$ cat config.mk
export PLATFORM = sky130hd
export DESIGN_NAME = dotGen
export DESIGN_NICKNAME = d
export VERILOG_FILES = /design/src/hw/pixelPkg.sv /design/src/hw/dotGen.sv
export SDC_FILE = /design/constraint.sdc
export NUM_CORES = 1
export LEC_CHECK = 0
export BUFFER_PORTS_ARGS = -buffer_cell sky130_fd_sc_hd__clkbuf_2
export CAP_MARGIN = 20
export CORE_UTILIZATION = 56
export DETAILED_ROUTE_END_ITERATION = 10
export HOLD_SLACK_MARGIN = 0.12
export PLACE_DENSITY = 0.87
export SLEW_MARGIN = 20
export SYNTH_ARGS = -nofsm -noshare
export SYNTH_HDL_FRONTEND = slang
export SYNTH_SLANG_ARGS = --single-unit
$ cat constraint.sdc
create_clock -name baseClk -period 4.6 [get_ports baseClk]
set_clock_uncertainty 0.05 [all_clocks]
set_input_delay 0.46 -clock baseClk [delete_from_list [all_inputs] [get_ports baseClk]]
set_output_delay 0.46 -clock baseClk [all_outputs]
set_load 0.03 [all_outputs]
$ cat src/hw/pixelPkg.sv
// Shared pixel, mode and register definitions for the base pixel path; referenced by scoped name
`default_nettype none

package pixelPkg;

    // One RGB pixel, red in the high byte
    typedef logic [23:0] rgbT;

    // Drawing mode register encoding
    typedef enum logic [1:0] {
        FILL     = 2'd0,
        BARS     = 2'd1,
        GRADIENT = 2'd2
    } drawModeT;

    // Generator sequencing states
    typedef enum logic [1:0] {
        IDLE,
        RUN,
        STOPPING
    } ctrlStateT;

    // Wishbone register map
    localparam logic [1:0] REG_CTRL   = 2'd0;
    localparam logic [1:0] REG_MODE   = 2'd1;
    localparam logic [1:0] REG_COLOR  = 2'd2;
    localparam logic [1:0] REG_STATUS = 2'd3;

    // Colour bars, left to right
    localparam rgbT BAR_COLORS [0:7] = '{
        24'hFFFFFF, 24'hFFFF00, 24'h00FFFF, 24'h00FF00,
        24'hFF00FF, 24'hFF0000, 24'h0000FF, 24'h000000
    };

endpackage

`default_nettype wire

$ cat src/hw/dotGen.sv
// Raster dot generator; steps position and frame counters and forms one pixel per enabled cycle
`timescale 1ns/1ps
`default_nettype none

module dotGen #(
    parameter int pHdisplay = 640,
    parameter int pVdisplay = 480
)(
    input  logic                baseClk,
    input  logic                rstN,
    input  logic                run,
    input  logic                full,
    input  pixelPkg::drawModeT  drawMode,
    input  pixelPkg::rgbT       fillColor,
    output pixelPkg::rgbT       pixel,
    output logic                pixelWe,
    output logic                frameEnd
);

    localparam int XW = (pHdisplay > 1) ? $clog2(pHdisplay) : 1;
    localparam int YW = (pVdisplay > 1) ? $clog2(pVdisplay) : 1;

    logic [XW-1:0] xCnt;
    logic [YW-1:0] yCnt;
    logic [7:0]    frameCnt;
    logic          lastX;
    logic          lastY;
    logic [15:0]   xExt;
    logic [15:0]   yExt;
    logic [31:0]   barProd;
    logic [2:0]    barIdx;

    //------------------------------------------------------------
    // Raster counters
    //------------------------------------------------------------
    // Advance only when the FIFO has room
    assign pixelWe  = run && !full;
    assign lastX    = (xCnt == XW'(pHdisplay - 1));
    assign lastY    = (yCnt == YW'(pVdisplay - 1));
    assign frameEnd = pixelWe && lastX && lastY;

    always_ff @(posedge baseClk)
    begin
        if (!rstN || !run)
        begin
            xCnt     <= '0;
            yCnt     <= '0;
            frameCnt <= '0;
        end
        else if (pixelWe)
        begin
            if (lastX)
            begin
                xCnt <= '0;
                if (lastY)
                begin
                    yCnt     <= '0;
                    frameCnt <= frameCnt + 8'd1;
                end
                else
                    yCnt <= yCnt + 1'b1;
            end
            else
                xCnt <= xCnt + 1'b1;
        end
    end

    //------------------------------------------------------------
    // Pattern select
    //------------------------------------------------------------
    assign xExt    = 16'(xCnt);
    assign yExt    = 16'(yCnt);
    // Column to bar index, eight equal bands
    assign barProd = (32'(xCnt) * 32'd8) / pHdisplay;
    assign barIdx  = barProd[2:0];

    always_comb
    begin
        case (drawMode)
            pixelPkg::FILL:     pixel = fillColor;
            pixelPkg::BARS:     pixel = pixelPkg::BAR_COLORS[barIdx];
            pixelPkg::GRADIENT: pixel = {xExt[7:0], yExt[7:0], frameCnt};
            default:            pixel = '0;
        endcase
    end

    // Position stays on screen
    assert property (@(posedge baseClk) disable iff (!rstN)
        (32'(xCnt) < pHdisplay) && (32'(yCnt) < pVdisplay));

endmodule

`default_nettype wire

==> results of run 1 <==
stage by stage:
step                      hold slack [ps]  utilization  instances  worst slack [ps]  area, µm²
after floorplan                       389            -        334              10.5       2820
after global placement                396        0.749        455              71.8       3300
after detailed placement              438        0.749        455             -72.4       3300
after CTS                             420        0.831        471             -77.8       3670
after global routing                  446        0.857        476              -366       3780
final                                 408        0.857        476              -239       3780
cell families after synthesis:
family	after synthesis	share of synthesized area
xor gates and xnor gates	19	0.0637
muxes	29	0.115
buffers and inverters	29	0.0512
DFF	27	0.207
and+or+nand+nor	122	0.247
adders and majority gates	6	0.0287
AOI/OAI and AO/OA	102	0.288
cell type report:
class                   instances  area [µm²]  area share
inverters                       9        38.8      0.0103
clock inverters                 1        5.00     0.00132
repair buffers                106         792       0.209
well taps                      52        65.1      0.0172
clock buffers                   3        41.3      0.0109
multi-input cells             278        2300       0.607
flip-flops and latches         27         543       0.144
power by group:
group	switching [W]	internal, W	total, W
Sequential	0.000000442	0.000234	0.000234
Clock	0.0000754	0.0000608	0.000136
Combinational	0.0000851	0.0000626	0.000148
Total	0.000161	0.000357	0.000518
worst max-delay path, stage by stage, from the launching register on:
cell and delay, ps:
dfxtp_2 350, buf_4 130, buf_4 150, nor4_2 590, nor2_1 250, o31a_1 380
buf_4 150, buf_6 110, a21o_1 170, a2bb2oi_4 190, nand3_2 120, o211a_1 240
or4_4 500, buf_12 170, o41ai_4 330, clkbuf_8 210
sequential cells by signal (all words and copies together), names as in the netlist:
name	flops
frameCnt	8
xCnt	10
yCnt	9
layer usage:
| layer | vias to the layer above | GRT usage |
|---|---|---|
| li1 | 1439 | - |
| met1 | 1477 | 0.429 |
| met2 | 196 | 0.619 |
| met3 | 43 | 0.0476 |
| met4 | 0 | 0.184 |
| met5 | - | 0 |
how the worst min path moves through the flow:
stage	start	endpoint	depth (start not counted)	slack (ps)
floorplan	yCnt[8]	yCnt[8]	2	390
global placement	yCnt[8]	yCnt[8]	2	400
detailed placement	yCnt[8]	yCnt[8]	2	440
CTS	full	xCnt[1]	3	420
global route	full	xCnt[1]	3	450
finish	full	xCnt[1]	3	410
cells in the mapped netlist, drive strengths merged (4+ instances only):
cell / count
mux2: 8
buf: 7
or2: 4
and3: 6
nor2: 31
nand4: 9
clkbuf: 13
xor2: 12
inv: 8
or4: 5
o41ai: 10
o211ai: 5
ha: 6
nand2: 29
xnor2: 7
dfxtp: 27
a21oi: 20
mux2i: 21
o31ai: 5
nor4: 6
o21ai: 27
nand3: 7
or3: 9
what timing repair did:
action / in CTS / in global routing
setup endpoints to repair: 10 / 16
buffers inserted: 12 / 5
pin swaps: 21 / 13
resized for setup: 48 / 13
==> impl_metrics.toml, run 1 <==
[run_status]
status = "finished with violations"
violations = "negative setup slack"

[yosys]
synth_top_area_cell = "dfxtp_1"
synth_cells = 334
ys_async_sr_fraction = 0
synth-seq-area-share = 0.207
synth_edf_count = 0
synth_area_um2 = 2610
synthTopCellsByArea = "dfxtp_1, mux2i_1, o21ai_0"
ys.flop_type = "dfxtp_1"
ys_types = 68
ys_ff_latch = 27
yosysWarnings = 0
synth_top_area_frac = 0.207
syn_nets = 370
postSynthAreaPerCell_um2 = 7.83

[sta]
period_share = 1.05
fmax_mhz = 207
rsz0062_at_grt = "yes"
fin_ws_ps = -239
tightest_slew_ps = 915
hold_viol = 0
finalSetupViolations = 8
period_needed_ps = 4840
drv_slew = 0
fin_setup_tns_ps = -1570
relSlewSlack = 0.385

[floorplan]
die_area_um2 = 4940
rows = 24
die_h_um = 70.3
dieWidth_um = 70.3
start_util = 0.592
core_um2 = 4410
top_level_ports = 56

[route]
first_pass_iters = 5
vias = 3155
via_per_inst = 6.63
highest_layer = "met4"
routed-wl-met2_um = 4520
drt-total-wl_um = 9220
route.detailed.drc = 0
drtAntennaViolNets = 0
wire_per_inst_um = 19.4
drt_iter0_drc = 411
route.met3.wl_um = 658
wl_met1_um = 3680

[power_and_ir_drop]
power.leakage_nw = 1.55
powerDensity_nw_per_um2 = 137
ir_drop_mv = 0.237
finalPower_w = 0.000518

[final_layout]
drive_gt1_frac = 0.408
fill_cells = 231
final_cell_mix = "clkbuf_2, buf_4, nor2_1"
fin_nets = 461
mostFrequentLayoutCell = "clkbuf_2"
area_growth_pct = 44.7
antenna_cells = 0

[global_routing]
grt_pass1_wl_um = 14400
track_usage = 0.358
antenna_found_initial = 0
grt_max_degree = 27
grt_remaining_overflow = 0
grt_pass1_vias = 3032

[clock_tree]
path_clk_slew_ps = 90
cts.sinks = 27
insertion_delay_ps = 270
cts_max_level = 1
ctsHoldBuffers = 0
root_buffer = "clkbuf_8"
cts_made_buffers = 3
tritoncts = "built"
cts_buffer_depth = 2

[setup_path]
rr_worst_depth = 12
endpoint_kind = "primary output"
start_kind = "flip-flop"
r2r_slack_ps = 930
worstPathMaxFanout = 8
arrival_ps = 4330
critPathCapture = "pixel[0]"
crit_start = "xCnt[0]"
regToRegEndpoint = "frameCnt[7]"
r2r_start = "xCnt[0]"
critical_path_required_ps = 4090
worst-setup-path-type = "flip-flop to primary output"

[placed_design]
dp_hpwl_um = 5840
gp_congestion = 0.954
port_buffers = 55

[flow_run]
max-cap-violations = 0

[hold_path]
min_path_type = "input pin to flip-flop"
Power figures use the tool's default switching activity.
==> run 2: changes to the inputs <==
--- a/config.mk
+++ b/config.mk
@@ -7,10 +7,10 @@
 export LEC_CHECK = 0
 export BUFFER_PORTS_ARGS = -buffer_cell sky130_fd_sc_hd__clkbuf_2
 export CAP_MARGIN = 20
-export CORE_UTILIZATION = 56
+export CORE_UTILIZATION = 52
 export DETAILED_ROUTE_END_ITERATION = 10
 export HOLD_SLACK_MARGIN = 0.12
-export PLACE_DENSITY = 0.87
+export PLACE_DENSITY = 0.82
 export SLEW_MARGIN = 20
 export SYNTH_ARGS = -nofsm -noshare
 export SYNTH_HDL_FRONTEND = slang
==> run 2 against run 1 <==
  * Clock-buffer cell count unchanged
  * Largest cell class unchanged
  * Critical endpoint is now pixel[1]
  * Cell area grew 1.6%
  * Clock power hardly changed
  * Sequential power about the same
  * Non-clock buffer count down 3
  * Hold slack better by 8.7 ps
  * Fmax rose by 0.59%
  * Via count down 0.98%
  * Power up 0.61%
  * Register-to-register slack gained 170 ps
  * The run still ends with negative setup slack left
  * Combinational power hardly changed
==> impl_metrics.toml, run 2 (synthesized netlist as in run 1, its figures left out) <==
[clock_tree]
cts.sinks = 27
cts_made_buffers = 3
ctsHoldBuffers = 0
tritoncts = "built"
root_buffer = "clkbuf_8"
cts_buffer_depth = 2
path_clk_slew_ps = 80
cts_max_level = 1
insertion_delay_ps = 280

[sta]
hold_viol = 0
finalSetupViolations = 8
fin_ws_ps = -211
fmax_mhz = 208
fin_setup_tns_ps = -1350
relSlewSlack = 0.319
rsz0062_at_grt = "yes"
tightest_slew_ps = 1010
period_needed_ps = 4810
drv_slew = 0
period_share = 1.05

[flow_run]
max-cap-violations = 0

[floorplan]
die_h_um = 72.9
top_level_ports = 56
dieWidth_um = 72.9
core_um2 = 4790
start_util = 0.546
die_area_um2 = 5310
rows = 25

[hold_path]
min_to = "xCnt[1]"
min-delay-start = "full"
min_path_type = "input pin to flip-flop"
hold-path-cell-count = 3

[run_status]
status = "finished with violations"
violations = "negative setup slack"

[setup_path]
endpoint_kind = "primary output"
arrival_ps = 4300
worstPathMaxFanout = 8
cpMostUsedCell = "buf_4"
start_kind = "flip-flop"
rr_worst_depth = 11
cp.buffers_inverters = 6
critPathMaxStageDelay_ps = 550
r2r_slack_ps = 1100
crit_slowest_cell = "or4_4"
regToRegEndpoint = "frameCnt[7]"
critical_path_required_ps = 4090
crit_chain = "inv_4 -> ha_4 -> or4b_4 -> buf_8 -> nor4_4 -> buf_4 -> buf_4 -> a21o_4 -> nor2_1 -> a21oi_2 -> nand3_2 -> o211a_1 -> or4_4 -> buf_12 -> o41ai_4 -> clkbuf_8"
cpLargestDelayFamily = "simple AND/OR/NAND/NOR gates"
worst-setup-path-type = "flip-flop to primary output"
r2r_start = "xCnt[1]"

[global_routing]
grt_remaining_overflow = 0
grt_pass1_wl_um = 14200
grt.busiest_layer = "met2"
grt_max_degree = 27
met2_usage = 0.606
grt_pass1_vias = 2920
grt_util_met3 = 0.0981
antenna_found_initial = 1
gr-usage-met1 = 0.384
track_usage = 0.351

[final_layout]
area_growth_pct = 46.9
largest_reg_flops = 10
mostFrequentLayoutCell = "clkbuf_2"
fill_cells = 313
largest_register = "xCnt"
fin_area_um2 = 3840
top_regs = "xCnt x10, yCnt x9, frameCnt x8"
multiInputGateArea_um2 = 2360
final_cells = 489
fin_nets = 458
final_cell_mix = "clkbuf_2, buf_4, nor2_1"
regArea_um2 = 543
final_util = 0.802
drive_gt1_frac = 0.420

[route]
drt-total-wl_um = 9330
via_per_inst = 6.39
route.detailed.drc = 0
vias = 3124
drt_iter0_drc = 309
wire_per_inst_um = 19.1
first_pass_iters = 6
drtAntennaViolNets = 0

[placed_design]
dpl_cell_area_um2 = 3260
gp_congestion = 0.949
dp_hpwl_um = 5680
dp.cells = 462
port_buffers = 55

[power_and_ir_drop]
power.leakage_nw = 1.53
powerDensity_nw_per_um2 = 136
finalPower_w = 0.000521
ir_drop_mv = 0.217
## run 2: changes by cell type in the layout (fill, tap and decap cells not counted), sizes merged
cell | previous run | this run
buf | 51 | 48
clkinv | 2 | 1
clkinvlp | 0 | 1
diode | 0 | 1
## run 2: worst max-delay path by stage
| stage | slack [ps] | depth (start not counted) | end | start |
|---|---|---|---|---|
| 6_report | -210 | 16 | pixel[1] | xCnt[1] |
| 5_1_grt | -290 | 14 | pixel[1] | xCnt[8] |
| 4_1_cts | -40 | 14 | pixel[1] | xCnt[1] |
| 3_5_place_dp | -40 | 14 | pixel[7] | xCnt[0] |
| 3_3_place_gp | 30 | 14 | pixel[5] | xCnt[0] |
| 2_1_floorplan | 10 | 14 | pixel[5] | xCnt[0] |
## run 2: repair_timing
action                     4_1_cts  5_1_grt
setup endpoints to repair        9       16
cloned                           0        0
pin swaps                       21        8
buffers inserted                15        7
gates resized for setup         49       20
## run 2: per-layer routing
metal  wire [µm]  up-vias  part of all wire
met4         445        0             0.048
li1            -     1445                 -
met3         537       46             0.058
met2        4690      164              0.50
met5           0        -                 0
met1        3660     1469              0.39
## run 2: worst register-to-register path, stage by stage, from the launching register on
cell     delay (ps)
dfxtp_2         360
buf_4           150
ha_1            190
nand2_1          60
or2_2           300
nor3_1          460
and2_1          300
nand4_1         180
nor3b_2         530
nand4_1         300
or3_1           410
a21oi_1         150
## run 2: metrics by stage
| stage | hold slack, ps | worst slack, ps |
|---|---|---|
| global route | 427 | -292 |
| finish | 417 | -211 |
| CTS | 414 | -38.5 |
| floorplan | 389 | 10.5 |
| detailed placement | 410 | -37.3 |
| global placement | 396 | 33.0 |
## run 2: final cells by class
cell class                 instances  share of cell area
tap                               67              0.0218
timing repair buffer             103               0.200
antenna                            1            0.000652
multi-input combinational        278               0.614
inverter                           9              0.0101
sequential                        27               0.141
clock buffer                       3              0.0108
clock inverter                     1             0.00196
## run 2: power by group
group          switching [W]  internal, W  total, W
Clock              0.0000767    0.0000617  0.000138
Sequential       0.000000380     0.000234  0.000234
Combinational      0.0000856    0.0000631  0.000149
Total               0.000163     0.000359  0.000521
