<file path="config.mk">
export PLATFORM = sky130hd
export DESIGN_NAME = baseCtrl
export DESIGN_NICKNAME = d
export VERILOG_FILES = /design/src/hw/pixelPkg.sv /design/src/hw/baseCtrl.sv
export SDC_FILE = /design/constraint.sdc
export NUM_CORES = 1
export LEC_CHECK = 0
export BUFFER_PORTS_ARGS = -buffer_cell sky130_fd_sc_hd__buf_2
export CORE_MARGIN = 5
export CORE_UTILIZATION = 44
export DETAILED_ROUTE_END_ITERATION = 12
export PLACE_DENSITY = 0.84
export SYNTH_ARGS = -nofsm -noshare
export SYNTH_HDL_FRONTEND = slang
export SYNTH_SLANG_ARGS = --single-unit
</file>
<file path="constraint.sdc">
create_clock -name baseClk -period 3.8 [get_ports baseClk]
set_input_delay 0 -clock baseClk [delete_from_list [all_inputs] [get_ports baseClk]]
set_output_delay 0 -clock baseClk [all_outputs]
set_load 0.01 [all_outputs]
</file>
<file path="src/hw/pixelPkg.sv">
// Shared pixel, mode and register definitions for the base pixel path; referenced by scoped name
`default_nettype none

package pixelPkg;

    // One RGB pixel, red in the high byte
    typedef logic [23:0] rgbT;

    // Drawing mode register encoding
    typedef enum logic [1:0] {
        FILL     = 2'd0,
        BARS     = 2'd1,
        GRADIENT = 2'd2
    } drawModeT;

    // Generator sequencing states
    typedef enum logic [1:0] {
        IDLE,
        RUN,
        STOPPING
    } ctrlStateT;

    // Wishbone register map
    localparam logic [1:0] REG_CTRL   = 2'd0;
    localparam logic [1:0] REG_MODE   = 2'd1;
    localparam logic [1:0] REG_COLOR  = 2'd2;
    localparam logic [1:0] REG_STATUS = 2'd3;

    // Colour bars, left to right
    localparam rgbT BAR_COLORS [0:7] = '{
        24'hFFFFFF, 24'hFFFF00, 24'h00FFFF, 24'h00FF00,
        24'hFF00FF, 24'hFF0000, 24'h0000FF, 24'h000000
    };

endpackage

`default_nettype wire

</file>
<file path="src/hw/baseCtrl.sv">
// Wishbone register slave for mode, colour and enable; sequences the generator on frame boundaries
`timescale 1ns/1ps
`default_nettype none

module baseCtrl (
    input  logic                baseClk,
    input  logic                rstN,

    // Wishbone classic slave
    input  logic                wbCyc,
    input  logic                wbStb,
    input  logic                wbWe,
    input  logic [1:0]          wbAdr,
    input  logic [31:0]         wbDatWr,
    output logic [31:0]         wbDatRd,
    output logic                wbAck,

    // Generator and FIFO status
    input  logic                frameEnd,
    input  logic                fifoEmpty,
    output logic                run,
    output pixelPkg::drawModeT  drawMode,
    output pixelPkg::rgbT       fillColor
);

    pixelPkg::ctrlStateT state;
    pixelPkg::ctrlStateT nextState;
    logic                enableReg;
    logic                busy;
    logic                wrEn;
    logic                ctrlWr;

    //------------------------------------------------------------
    // Bus decode
    //------------------------------------------------------------
    // One-cycle ack, never back to back
    always_ff @(posedge baseClk)
    begin
        if (!rstN)
            wbAck <= 1'b0;
        else
            wbAck <= wbCyc && wbStb && !wbAck;
    end

    // Master holds address and data through the ack cycle
    assign wrEn   = wbAck && wbWe;
    assign ctrlWr = wrEn && (wbAdr == pixelPkg::REG_CTRL);
    assign busy   = (state != pixelPkg::IDLE);
    assign run    = busy;

    // Registers
    always_ff @(posedge baseClk)
    begin
        if (!rstN)
        begin
            enableReg <= 1'b0;
            drawMode  <= pixelPkg::FILL;
            fillColor <= '0;
        end
        else
        begin
            if (ctrlWr)
                enableReg <= wbDatWr[0];
            // Mode and colour frozen while generating
            if (wrEn && !busy && wbAdr == pixelPkg::REG_MODE)
                drawMode <= pixelPkg::drawModeT'(wbDatWr[1:0]);
            if (wrEn && !busy && wbAdr == pixelPkg::REG_COLOR)
                fillColor <= wbDatWr[23:0];
        end
    end

    // Readback, valid only during ack
    always_comb
    begin
        wbDatRd = '0;
        if (wbAck && !wbWe)
        begin
            case (wbAdr)
                pixelPkg::REG_CTRL:   wbDatRd[0]    = enableReg;
                pixelPkg::REG_MODE:   wbDatRd[1:0]  = drawMode;
                pixelPkg::REG_COLOR:  wbDatRd[23:0] = fillColor;
                default:              wbDatRd[1:0]  = {fifoEmpty, busy};
            endcase
        end
    end

    //------------------------------------------------------------
    // Run/stop FSM
    //------------------------------------------------------------
    always_comb
    begin
        nextState = state;
        case (state)
            pixelPkg::IDLE:
                if (ctrlWr && wbDatWr[0])
                    nextState = pixelPkg::RUN;
            pixelPkg::RUN:
                if (ctrlWr && !wbDatWr[0])
                    nextState = pixelPkg::STOPPING;
            // Finish the frame in progress
            pixelPkg::STOPPING:
                if (frameEnd)
                    nextState = pixelPkg::IDLE;
            default:
                nextState = pixelPkg::IDLE;
        endcase
    end

    always_ff @(posedge baseClk)
    begin
        if (!rstN)
            state <= pixelPkg::IDLE;
        else
            state <= nextState;
    end

    // Bus handshake and frame boundary checks
    assert property (@(posedge baseClk) disable iff (!rstN) wbAck |=> !wbAck);
    assert property (@(posedge baseClk) disable iff (!rstN) wbAck |-> wbStb);
    assert property (@(posedge baseClk) disable iff (!rstN)
        (state == pixelPkg::STOPPING) ##1 (state != pixelPkg::STOPPING) |-> $past(frameEnd));

endmodule

`default_nettype wire

</file>
==> results.tsv, run 1 <==
stage	metric	value	unit
clock_tree	worstSkewPairLatency	0.31	ns
setup_path	end_kind	output port	
timing	fin_ws	1.685	ns
finish	syn_to_final_growth	46.84	%
die	fp.dieW	68.47	um
setup_path	worst-setup-path-type	register to output port	
yosys	ys.flop_type	dfxtp_1	
placed_design	dp.cells	291	
timing	post-route-min-period	2.115	ns
status	outcome	finished clean	
finish	fillCellCount	296	
grt	grt_first_pass_wirelength	6141	um
route	drtPass1Iterations	4	
timing	setup_viol	0	
yosys	ys_seq_elements	30	
clock_tree	cts_tree	built	
setup_path	path_buf_inv	1	
clock_tree	cts.reportedPaths.clkPinSlew	0.08	ns
route	wirelength	3931	um
die	initial_core_util	45.43	%
yosys	yosys_warnings	0	
timing	min_period_over_period	55.66	%
grt	grt_start_max_net_pins	55	
grt	antenna_found_initial	0	
route	via_count	1466	
die	rows	21	
grt	grt_pass1_vias	1423	
route	drt_iter0_drc	43	
route	antenna_left	0	
timing	clock-skew-final	0.007670	ns
yosys	synth.cell_area	1504	um^2
placed_design	placed_area	1903	um^2
die	io_pins	101	
yosys	synth_top_area_share	39.93	%
timing	fmax	0.4728	GHz
job	maxCapViolations	0	
timing	hold_viol_final	0	
finish	num_antenna_cells	0	
yosys	avgSynthCellArea	8.795	um^2
yosys	synth_cell_types	23	
setup_path	slowest_delay	0.88	ns
min_path	hp-class	primary input to register	
die	core-area	3311	um^2
clock_tree	cts_sinks	30	
route	drt-wirelength-per-cell	12.13	um
clock_tree	post_cts_buffers	0	
route	viasPerCell	4.525	
placed_design	gp_congestion	0.7131	
timing	slew_violations	0	
clock_tree	numCtsBuffers	5	
placed_design	dp_hpwl	2555	um
route	drc	0	
clock_tree	ctsRootBufferMaster	clkbuf_4	
yosys	netlist_instances	171	
setup_path	crit_path_cell_trace	nand2b_1, nor2_1, and2_1, buf_2	
setup_path	worstPathRequired	3.80	ns
power_and_ir_drop	power.leakage	1.091	nW
finish	nets	319	
finish	stdcell_area	2208	um^2
finish	final_common_cell	buf_2	
timing	rsz0062_at_grt	no	
die	fp.dieH	68.47	um
yosys	yosysSeqAreaShare	39.93	%
setup_path	path_max_fanout	22	
timing	slew_headroom	24.13	%
setup_path	crit_family	simple AND/OR/NAND/NOR gates	
finish	final_cell_mix	buf_2, nand2_1, dfxtp_1, mux2i_1, dlygate4sd3_1	
placed_design	dp_worst_setup_slack	1.913	ns
yosys	synthArstFlopShare	0	%
finish	instances_no_fill	324	
timing	fin_hold_ws	0.03258	ns
setup_path	cp.arrival	2.12	ns
grt	overflow	0	
yosys	synth_edf_count	0	
power_and_ir_drop	p_per_area	250.3	nW/um^2
timing	tightestPinTransition	1.134	ns
yosys	synth_area_leaders	dfxtp_1, mux2i_1, nand2_1	
clock_tree	htree_levels	2	
setup_path	startpoint_type	register	
setup_path	worst_path_max_delay_cell	nor2_1	
yosys	netlist.top_cell.by_area	dfxtp_1	
clock_tree	cts.path.max_buffers	2	
clock_tree	ctsResizeCount	0	
grt	grtUsageTotal	17.53	%
power_and_ir_drop	vdd_drop_max	0.0002127	V
die	dieArea	4687	um^2
placed_design	portBuffers	84	
timing	tns	0	ns
finish	drive_above_1_share	34.53	%
[metal layers]
metal,global-route usage [%],up-vias,wire (um)
li1,-,756,-
met1,19.38,640,1609
met4,6.452,0,99
met3,6.404,11,315
met2,30.39,59,1906
met5,0,-,0
[worst paths after layout]
check / from / end / slack, ns / depth (start not counted)
setup / recovery: wbAck$_SDFF_PN0_ / wbDatRd[6] / 1.68 / 4
setup reg to reg: state[0]$_SDFFE_PN0P_ / fillColor[22]$_SDFFE_PN0P_ / 1.96 / 5
hold reg to reg: fillColor[14]$_SDFFE_PN0P_ / fillColor[14]$_SDFFE_PN0P_ / 0.47 / 2
hold / removal: frameEnd / state[1]$_SDFFE_PN0P_ / 0.03 / 4
[where the power goes]
part	internal, mW	switching [mW]	leakage [nW]	total [mW]
Clock	0.0696	0.0936	0.0254	0.163
Combinational	0.0396	0.0316	0.824	0.0712
Sequential	0.316	0.00190	0.242	0.318
Total	0.426	0.127	1.09	0.553
[sequential cells by signal, indices dropped and copies added (netlist names)]
signal and flops:
wbAck 1, fillColor 24, enableReg 1, state 2
drawMode 2
[stage by stage]
step / power, mW / util (%)
2_1_floorplan: 0.3594 / -
3_3_place_gp: 0.3748 / 57.48
3_5_place_dp: 0.3759 / 57.48
4_1_cts: 0.5591 / 66.70
5_1_grt: 0.5838 / 66.70
6_report: 0.5528 / 66.70
[logic make-up after synthesis]
group / synth area share [%]
flops: 39.93
other cells: 0.2493
simple gates: 30.03
mux: 21.13
compound gates: 0.9156
buf+inv: 7.737
[worst min-delay path, cell delays in order]
cell and delay [ns]:
buf_2 0.08, nor3b_1 0.04, a31oi_1 0.13, nor2b_1 0.05
[layout make-up]
| class | instances | area [um^2] | share of cell area [%] |
|---|---|---|---|
| flip-flops and latches | 30 | 600.6 | 27.20 |
| clock buffers | 7 | 45.04 | 2.040 |
| inverters | 1 | 3.754 | 0.1700 |
| well taps | 46 | 57.56 | 2.606 |
| repair buffers | 111 | 688.2 | 31.16 |
| multi-input cells | 129 | 813.3 | 36.83 |
[cells in the mapped netlist (2+ instances only)]
cell / number
clkbuf_1: 8
buf_4: 8
dfxtp_1: 30
nor3b_1: 2
and2_1: 22
buf_6: 2
nand2_1: 51
nor2_1: 3
mux2i_1: 28
nor2b_1: 4
[timing repair]
action | CTS | global route
hold endpoints to repair | 28 | 0
setup endpoints to repair | 0 | 0
hold buffers | 26 | 0
Power figures use the tool's default switching activity.
==> run 2: changes to the inputs <==
--- a/config.mk
+++ b/config.mk
@@ -5,11 +5,12 @@
 export SDC_FILE = /design/constraint.sdc
 export NUM_CORES = 1
 export LEC_CHECK = 0
+export ABC_AREA = 1
 export BUFFER_PORTS_ARGS = -buffer_cell sky130_fd_sc_hd__buf_2
 export CORE_MARGIN = 5
-export CORE_UTILIZATION = 44
+export CORE_UTILIZATION = 42
 export DETAILED_ROUTE_END_ITERATION = 12
-export PLACE_DENSITY = 0.84
+export PLACE_DENSITY = 0.8
 export SYNTH_ARGS = -nofsm -noshare
 export SYNTH_HDL_FRONTEND = slang
 export SYNTH_SLANG_ARGS = --single-unit
==> constraint.sdc (replaced) <==
create_clock -name baseClk -period 2.15 [get_ports baseClk]
set_input_delay 0 -clock baseClk [delete_from_list [all_inputs] [get_ports baseClk]]
set_output_delay 0 -clock baseClk [all_outputs]
set_load 0.01 [all_outputs]
==> run 2 against run 1 <==
  * Die area up 6.6%
  * Clock skew down 0.0056 ns
  * Clock power rose to 2.6 times the previous value
  * Critical path type is now register to register
  * Routed wire length up 9.3%
  * First-iteration DRC count up 100%
  * Via count up 19%
  * Critical path depth up 2
  * Clock-buffer cell count down 1
==> results.tsv, run 2 <==
stage	metric	value	unit	change
yosys	synth_edf_count	0		unchanged
timing	setup_viol	0		unchanged
timing	min_period_over_period	74.90	%	
route	antenna_left	0		unchanged
clock_tree	htree_levels	2		unchanged
placed_design	dp.cells	371		+27%
timing	rsz0062_at_grt	no		
min_path	hp-class	primary input to register		
status	outcome	finished clean		
grt	use_met2	32.44	%	+2.0 points
grt	grt_first_pass_wirelength	7100	um	+16%
grt	antenna_found_initial	0		unchanged
timing	slew_headroom	51.69	%	+28 points
finish	top_regs	fillColor: 24 flops, drawMode: 2 flops, state: 2 flops		
grt	grtUsageMet1	18.82	%	-0.56 points
yosys	synth_top_area_share	38.83	%	-1.1 points
route	viasPerCell	4.338		-4.1%
yosys	ys.flop_type	dfxtp_1		
finish	largest_register	fillColor		
yosys	avgSynthCellArea	6.161	um^2	-30%
clock_tree	numCtsBuffers	5		unchanged
clock_tree	cts_tree	built		
grt	grt_start_max_net_pins	30		-45%
setup_path	worstPathRequired	2.36	ns	-1.44 ns
grt	grt_pass1_vias	1640		+15%
setup_path	r2r_cells	6		+1
route	drtPass1Iterations	4		unchanged
yosys	synth.cell_area	1546	um^2	+2.8%
setup_path	cp.arrival	1.82	ns	-0.30 ns
die	fp.dieH	70.68	um	+3.2%
die	rows	22		+4.8%
clock_tree	post_cts_buffers	0		unchanged
setup_path	r2r_slack	0.54	ns	-1.42 ns
timing	post-route-min-period	1.610	ns	
timing	fin_ws	0.5396	ns	-1.145 ns
setup_path	path_max_fanout	26		+18%
yosys	netlist.top_cell.by_area	dfxtp_1		
die	initial_core_util	42.89	%	-2.5 points
yosys	synth_cell_types	18		-22%
finish	nets	396		+24%
clock_tree	cts.reportedPaths.clkPinSlew	0.06	ns	-0.02 ns
placed_design	gp_congestion	0.8025		+13%
clock_tree	cts_sinks	30		unchanged
setup_path	worst-setup-path-type	register to register		
power_and_ir_drop	power.leakage	1.359	nW	+25%
finish	final_common_cell	buf_2		
clock_tree	worstSkewPairLatency	0.27	ns	-0.04 ns
yosys	yosysMostFrequentCell	nand2_1		
placed_design	dp_worst_setup_slack	0.5511	ns	-1.362 ns
timing	hold_viol_final	0		unchanged
route	via_count	1744		+19%
setup_path	rr_startpoint	state[0]$_SDFFE_PN0P_		
yosys	ys_seq_elements	30		unchanged
grt	overflow	0		unchanged
yosys	yosys_warnings	0		unchanged
route	drc	0		unchanged
timing	fmax	0.6210	GHz	
yosys	synth_area_leaders	dfxtp_1, nand2_1, nor2_1		
timing	slew_violations	0		unchanged
grt	grtUsageTotal	17.38	%	-0.15 points
die	dieArea	4996	um^2	+6.6%
finish	fin_util	62.70	%	-4.0 points
timing	tightestPinTransition	0.7238	ns	-0.4100 ns
timing	fin_hold_ws	0.01624	ns	-0.01634 ns
finish	final_cell_mix	buf_2, nand2_1, nor2_1, inv_1, dfxtp_1		
power_and_ir_drop	vdd_drop_max	0.0003341	V	+57%
clock_tree	cts.path.max_buffers	2		unchanged
finish	instances_no_fill	402		+24%
job	maxCapViolations	0		unchanged
placed_design	dp_hpwl	2829	um	+11%
finish	fillCellCount	347		+17%
timing	tns	0	ns	unchanged
placed_design	portBuffers	84		unchanged
finish	largest_reg_flops	24		unchanged
route	drt-wirelength-per-cell	10.69	um	-12%
yosys	netlist_instances	251		+47%
die	fp.dieW	70.68	um	+3.2%
die	core-area	3606	um^2	+8.9%
route	wirelength	4298	um	+9.3%
yosys	synth_common_cells	nand2_1, nor2_1, inv_1		
grt	use_met3	5.398	%	-1.0 points
timing	clock-skew-final	0.002023	ns	-0.005647 ns
min_path	hold_start	wbDatWr[0]		
route	drt_iter0_drc	86		+100%
min_path	hold_depth	3		-1
yosys	synthArstFlopShare	0	%	unchanged
min_path	holdPathEnd	fillColor[0]$_SDFFE_PN0P_		
finish	drive_above_1_share	27.12	%	-7.4 points
clock_tree	ctsRootBufferMaster	clkbuf_8		
setup_path	startpoint_type	register		
setup_path	r2r_end	fillColor[20]$_SDFFE_PN0P_		
finish	num_antenna_cells	0		unchanged
yosys	yosysSeqAreaShare	38.83	%	-1.1 points
die	io_pins	101		unchanged
grt	busiest_layer	met2		
setup_path	end_kind	register		
power_and_ir_drop	p_per_area	498.4	nW/um^2	+99%
finish	syn_to_final_growth	46.20	%	
[run 2: changes by cell type after synthesis, sizes merged, moves of 3 or more]
| cell | before | now |
|---|---|---|
| nor2 | 4 | 62 |
| inv | 1 | 40 |
| mux2i | 28 | 0 |
| and2 | 22 | 0 |
| nor3 | 1 | 22 |
| nand2 | 51 | 64 |
| nand3 | 0 | 6 |
| buf | 10 | 15 |
| nor2b | 4 | 0 |
| a21oi | 0 | 3 |
| clkbuf | 8 | 5 |
[run 2: layout make-up]
| type | instances | area, um^2 | area share [%] |
|---|---|---|---|
| sequential | 30 | 600.6 | 26.56 |
| inverter | 40 | 150.1 | 6.641 |
| timing repair buffer | 110 | 678.2 | 29.99 |
| clock buffer | 6 | 82.58 | 3.652 |
| tap | 48 | 60.06 | 2.656 |
| multi-input combinational | 168 | 689.4 | 30.49 |
[run 2: power breakdown]
part	internal [mW]	switching [mW]	total, mW	leakage [nW]
Clock	0.246	0.179	0.425	0.0431
Combinational	0.0661	0.0685	0.135	1.07
Sequential	0.563	0.00388	0.567	0.242
Total	0.875	0.251	1.13	1.36
[run 2: worst max-delay path by stage]
stage | startpoint | to | cells after the start | slack [ns]
floorplan | wbAck$_SDFF_PN0_ | fillColor[0]$_SDFFE_PN0P_ | 7 | 1.01
global placement | state[0]$_SDFFE_PN0P_ | fillColor[22]$_SDFFE_PN0P_ | 6 | 0.58
detailed placement | state[0]$_SDFFE_PN0P_ | fillColor[20]$_SDFFE_PN0P_ | 6 | 0.55
CTS | wbAck$_SDFF_PN0_ | wbDatRd[0] | 7 | 0.50
global route | state[0]$_SDFFE_PN0P_ | fillColor[23]$_SDFFE_PN0P_ | 6 | 0.33
finish | state[0]$_SDFFE_PN0P_ | fillColor[20]$_SDFFE_PN0P_ | 6 | 0.54
[run 2: cells by family (layout without fill, tap and decap cells)]
family	count (synthesis)	count (layout)	synth area share, %
AO/OA/AOI/OAI	5	5	1.618
buffers and inverters	60	156	18.29
flip-flops	30	30	38.84
other	1	8	0.2425
AND/OR/NAND/NOR	155	155	41.02
[run 2: worst max-delay path, cell delays in order, from the launching register on]
cell and delay, ns:
dfxtp_1 0.32, nor2_2 0.23, nand3_2 0.39, buf_4 0.38, nand2_1 0.09, nand2_1 0.05, nor2_1 0.09
[run 2: metal layers]
layer	up-vias	routed length (um)
met3	4	377
met2	72	2104
met4	0	30
met1	742	1785
li1	926	-
met5	-	0
[run 2: through the flow]
stage | power [mW] | cell area (um^2)
floorplan | 0.6432 | 1573
global placement | 0.6763 | 1928
finish | 1.127 | 2261
CTS | 1.141 | 2261
global route | 1.178 | 2261
detailed placement | 0.6783 | 1928
[run 2: timing repair]
action | CTS | global route
hold endpoints to repair | 25 | 0
resized for setup | 0 | 0
hold buffers | 25 | 0
==> run 3: changes to the inputs <==
--- a/config.mk
+++ b/config.mk
@@ -5,12 +5,12 @@
 export SDC_FILE = /design/constraint.sdc
 export NUM_CORES = 1
 export LEC_CHECK = 0
-export ABC_AREA = 1
+export ABC_AREA = 0
 export BUFFER_PORTS_ARGS = -buffer_cell sky130_fd_sc_hd__buf_2
 export CORE_MARGIN = 5
-export CORE_UTILIZATION = 42
+export CORE_UTILIZATION = 37
 export DETAILED_ROUTE_END_ITERATION = 12
-export PLACE_DENSITY = 0.8
+export PLACE_DENSITY = 0.75
 export SYNTH_ARGS = -nofsm -noshare
 export SYNTH_HDL_FRONTEND = slang
 export SYNTH_SLANG_ARGS = --single-unit
==> constraint.sdc (replaced) <==
create_clock -name baseClk -period 1.34 [get_ports baseClk]
set_input_delay 0 -clock baseClk [delete_from_list [all_inputs] [get_ports baseClk]]
set_output_delay 0 -clock baseClk [all_outputs]
set_load 0.01 [all_outputs]
==> run 3 against run 2 <==
  * The run now ends with negative setup slack left
  * Via count decreased by 12%
  * Register-to-register slack got worse by 0.59 ns
  * Flip-flop and latch count unchanged
  * Non-clock buffer count increased by 12
  * Clock-buffer cell count increased by 1
  * Routed wire length increased by 6.7%
  * Clock power increased by 49%
  * Final cell count decreased by 16%
  * First-iteration DRC count decreased by 31%
  * Utilization increased by 3.3 points
  * Sequential power increased by 59%
  * Clock skew increased by 0.0011 ns
  * Critical path type is now register to output port
  * Critical endpoint is now wbDatRd[0]
  * Largest power group unchanged
==> results.tsv, run 3 (synthesis results as in run 1) <==
stage	metric	value	unit	change
finish	final_cell_mix	buf_2, nand2_1, mux2i_1, dfxtp_1, dlygate4sd3_1		
timing	fin_ws	-0.1046	ns	-0.6442 ns
setup_path	r2r_end	fillColor[19]$_SDFFE_PN0P_		
min_path	hp-class	primary input to register		
route	drc	0		unchanged
placed_design	dp.cells	300		-19%
clock_tree	cts_sinks	30		unchanged
placed_design	dp_worst_setup_slack	0.06273	ns	-0.4884 ns
finish	nets	330		-17%
route	viasPerCell	4.549		+4.8%
setup_path	worst-setup-path-type	register to output port		
die	fp.dieH	73.76	um	+4.4%
power_and_ir_drop	vdd_drop_max	0.0004775	V	+43%
timing	min_period_over_period	107.8	%	
grt	grt_first_pass_wirelength	6499	um	-8.5%
clock_tree	cts.reportedPaths.clkPinSlew	0.05	ns	about the same
route	via_count	1542		-12%
timing	fin_hold_ws	0.01821	ns	+0.001963 ns
min_path	hold_depth	2		-1
route	drtPass1Iterations	4		unchanged
clock_tree	worstSkewPairLatency	0.27	ns	about the same
finish	top_regs	fillColor: 24 flops, drawMode: 2 flops, state: 2 flops		
timing	fmax	0.6922	GHz	
timing	clock-skew-final	0.003086	ns	+0.001063 ns
power_and_ir_drop	p_per_area	670.7	nW/um^2	+35%
setup_path	worst_path_max_delay_cell	mux4_2		
setup_path	end_kind	output port		
clock_tree	numCtsBuffers	5		unchanged
setup_path	rr_startpoint	state[0]$_SDFFE_PN0P_		
die	core-area	3971	um^2	+10%
setup_path	r2r_slack	-0.05	ns	-0.59 ns
placed_design	portBuffers	84		unchanged
finish	largest_reg_flops	24		unchanged
timing	hold_viol_final	0		unchanged
grt	grt_start_max_net_pins	36		+20%
timing	post-route-min-period	1.445	ns	
setup_path	cp.arrival	1.44	ns	-0.38 ns
finish	largest_register	fillColor		
grt	grt_pass1_vias	1481		-9.7%
finish	num_antenna_cells	0		unchanged
job	maxCapViolations	0		unchanged
timing	setup_viol	20		+20
setup_path	startpoint_type	register		
status	outcome	complete, but fails checks		
die	io_pins	101		unchanged
clock_tree	cts_tree	built		
grt	antenna_found_initial	0		unchanged
die	initial_core_util	37.87	%	-5.0 points
finish	drive_above_1_share	47.06	%	+20 points
setup_path	crit_path_cell_trace	nor2_4, inv_2, mux4_2, nor2b_1, buf_2		
grt	grtUsageTotal	15.60	%	-1.8 points
setup_path	worstPathRequired	1.34	ns	-1.02 ns
status	violations	negative setup slack		
die	rows	23		+4.5%
clock_tree	ctsRootBufferMaster	clkbuf_8		
finish	instances_no_fill	339		-16%
power_and_ir_drop	power.leakage	1.230	nW	-9.5%
die	dieArea	5440	um^2	+8.9%
setup_path	crit_family	multiplexers		
clock_tree	cts.path.max_buffers	2		unchanged
route	antenna_left	0		unchanged
setup_path	slowest_delay	0.44	ns	+0.05 ns
min_path	hold_start	wbCyc		
min_path	holdPathEnd	wbAck$_SDFF_PN0_		
timing	rsz0062_at_grt	yes		
die	fp.dieW	73.76	um	+4.4%
timing	slew_violations	0		unchanged
setup_path	path_max_fanout	2		-92%
finish	final_common_cell	buf_2		
route	wirelength	4587	um	+6.7%
grt	overflow	0		unchanged
clock_tree	htree_levels	2		unchanged
finish	syn_to_final_growth	74.38	%	
route	drt-wirelength-per-cell	13.53	um	+27%
route	drt_iter0_drc	59		-31%
placed_design	gp_congestion	0.7596		-5.3%
setup_path	r2r_cells	7		+1
placed_design	dp_hpwl	2771	um	-2.1%
setup_path	path_buf_inv	2		+1
## run 3: metal layers
layer | global-route usage (%) | share of wire, % | vias up
met5 | 0 | 0 | -
met4 | 6.036 | 0.68 | 0
met3 | 3.830 | 6.6 | 4
met2 | 29.04 | 54 | 51
met1 | 16.64 | 39 | 711
li1 | - | - | 776
## run 3: stage by stage
step	util, %	cell area [um^2]	TNS (ns)	total power [mW]
final	66.04	2623	-0.4473	1.759
after detailed placement	49.94	1983	0	1.077
after global routing	66.04	2623	-3.286	1.848
after global placement	49.94	1983	0	1.074
after floorplan	-	1530	0	1.019
after CTS	59.29	2355	-0.4834	1.789
## run 3: final cells by class
class | count | area [um^2]
clock buffers | 7 | 76.32
fillers | 327 | 1349
inverters | 1 | 3.754
multi-input cells | 129 | 883.3
flip-flops and latches | 30 | 609.3
well taps | 50 | 62.56
repair buffers | 122 | 987.2
## run 3: power breakdown
group	switching [mW]	total, mW	internal, mW
Sequential	0.00673	0.903	0.896
Clock	0.279	0.634	0.356
Combinational	0.0965	0.221	0.125
Total	0.382	1.76	1.38
## run 3: worst max-delay path by stage
stage / start / to / slack (ns) / depth (start not counted)
6_report: state[0]$_SDFFE_PN0P_ / wbDatRd[0] / -0.10 / 5
3_3_place_gp: state[1]$_SDFFE_PN0P_ / fillColor[10]$_SDFFE_PN0P_ / 0.10 / 5
4_1_cts: state[1]$_SDFFE_PN0P_ / wbDatRd[0] / -0.14 / 5
2_1_floorplan: state[0]$_SDFFE_PN0P_ / fillColor[0]$_SDFFE_PN0P_ / 0.05 / 5
5_1_grt: state[0]$_SDFFE_PN0P_ / wbDatRd[0] / -0.19 / 5
3_5_place_dp: state[1]$_SDFFE_PN0P_ / fillColor[19]$_SDFFE_PN0P_ / 0.06 / 5
## run 3: repair_timing
item | CTS | global route
setup endpoints to repair | 23 | 46
resized for setup | 10 | 45
pin swaps | 2 | 8
gates cloned | 1 | 2
buffers inserted | 3 | 2
hold endpoints to repair | 24 | 0
hold buffers | 24 | 0
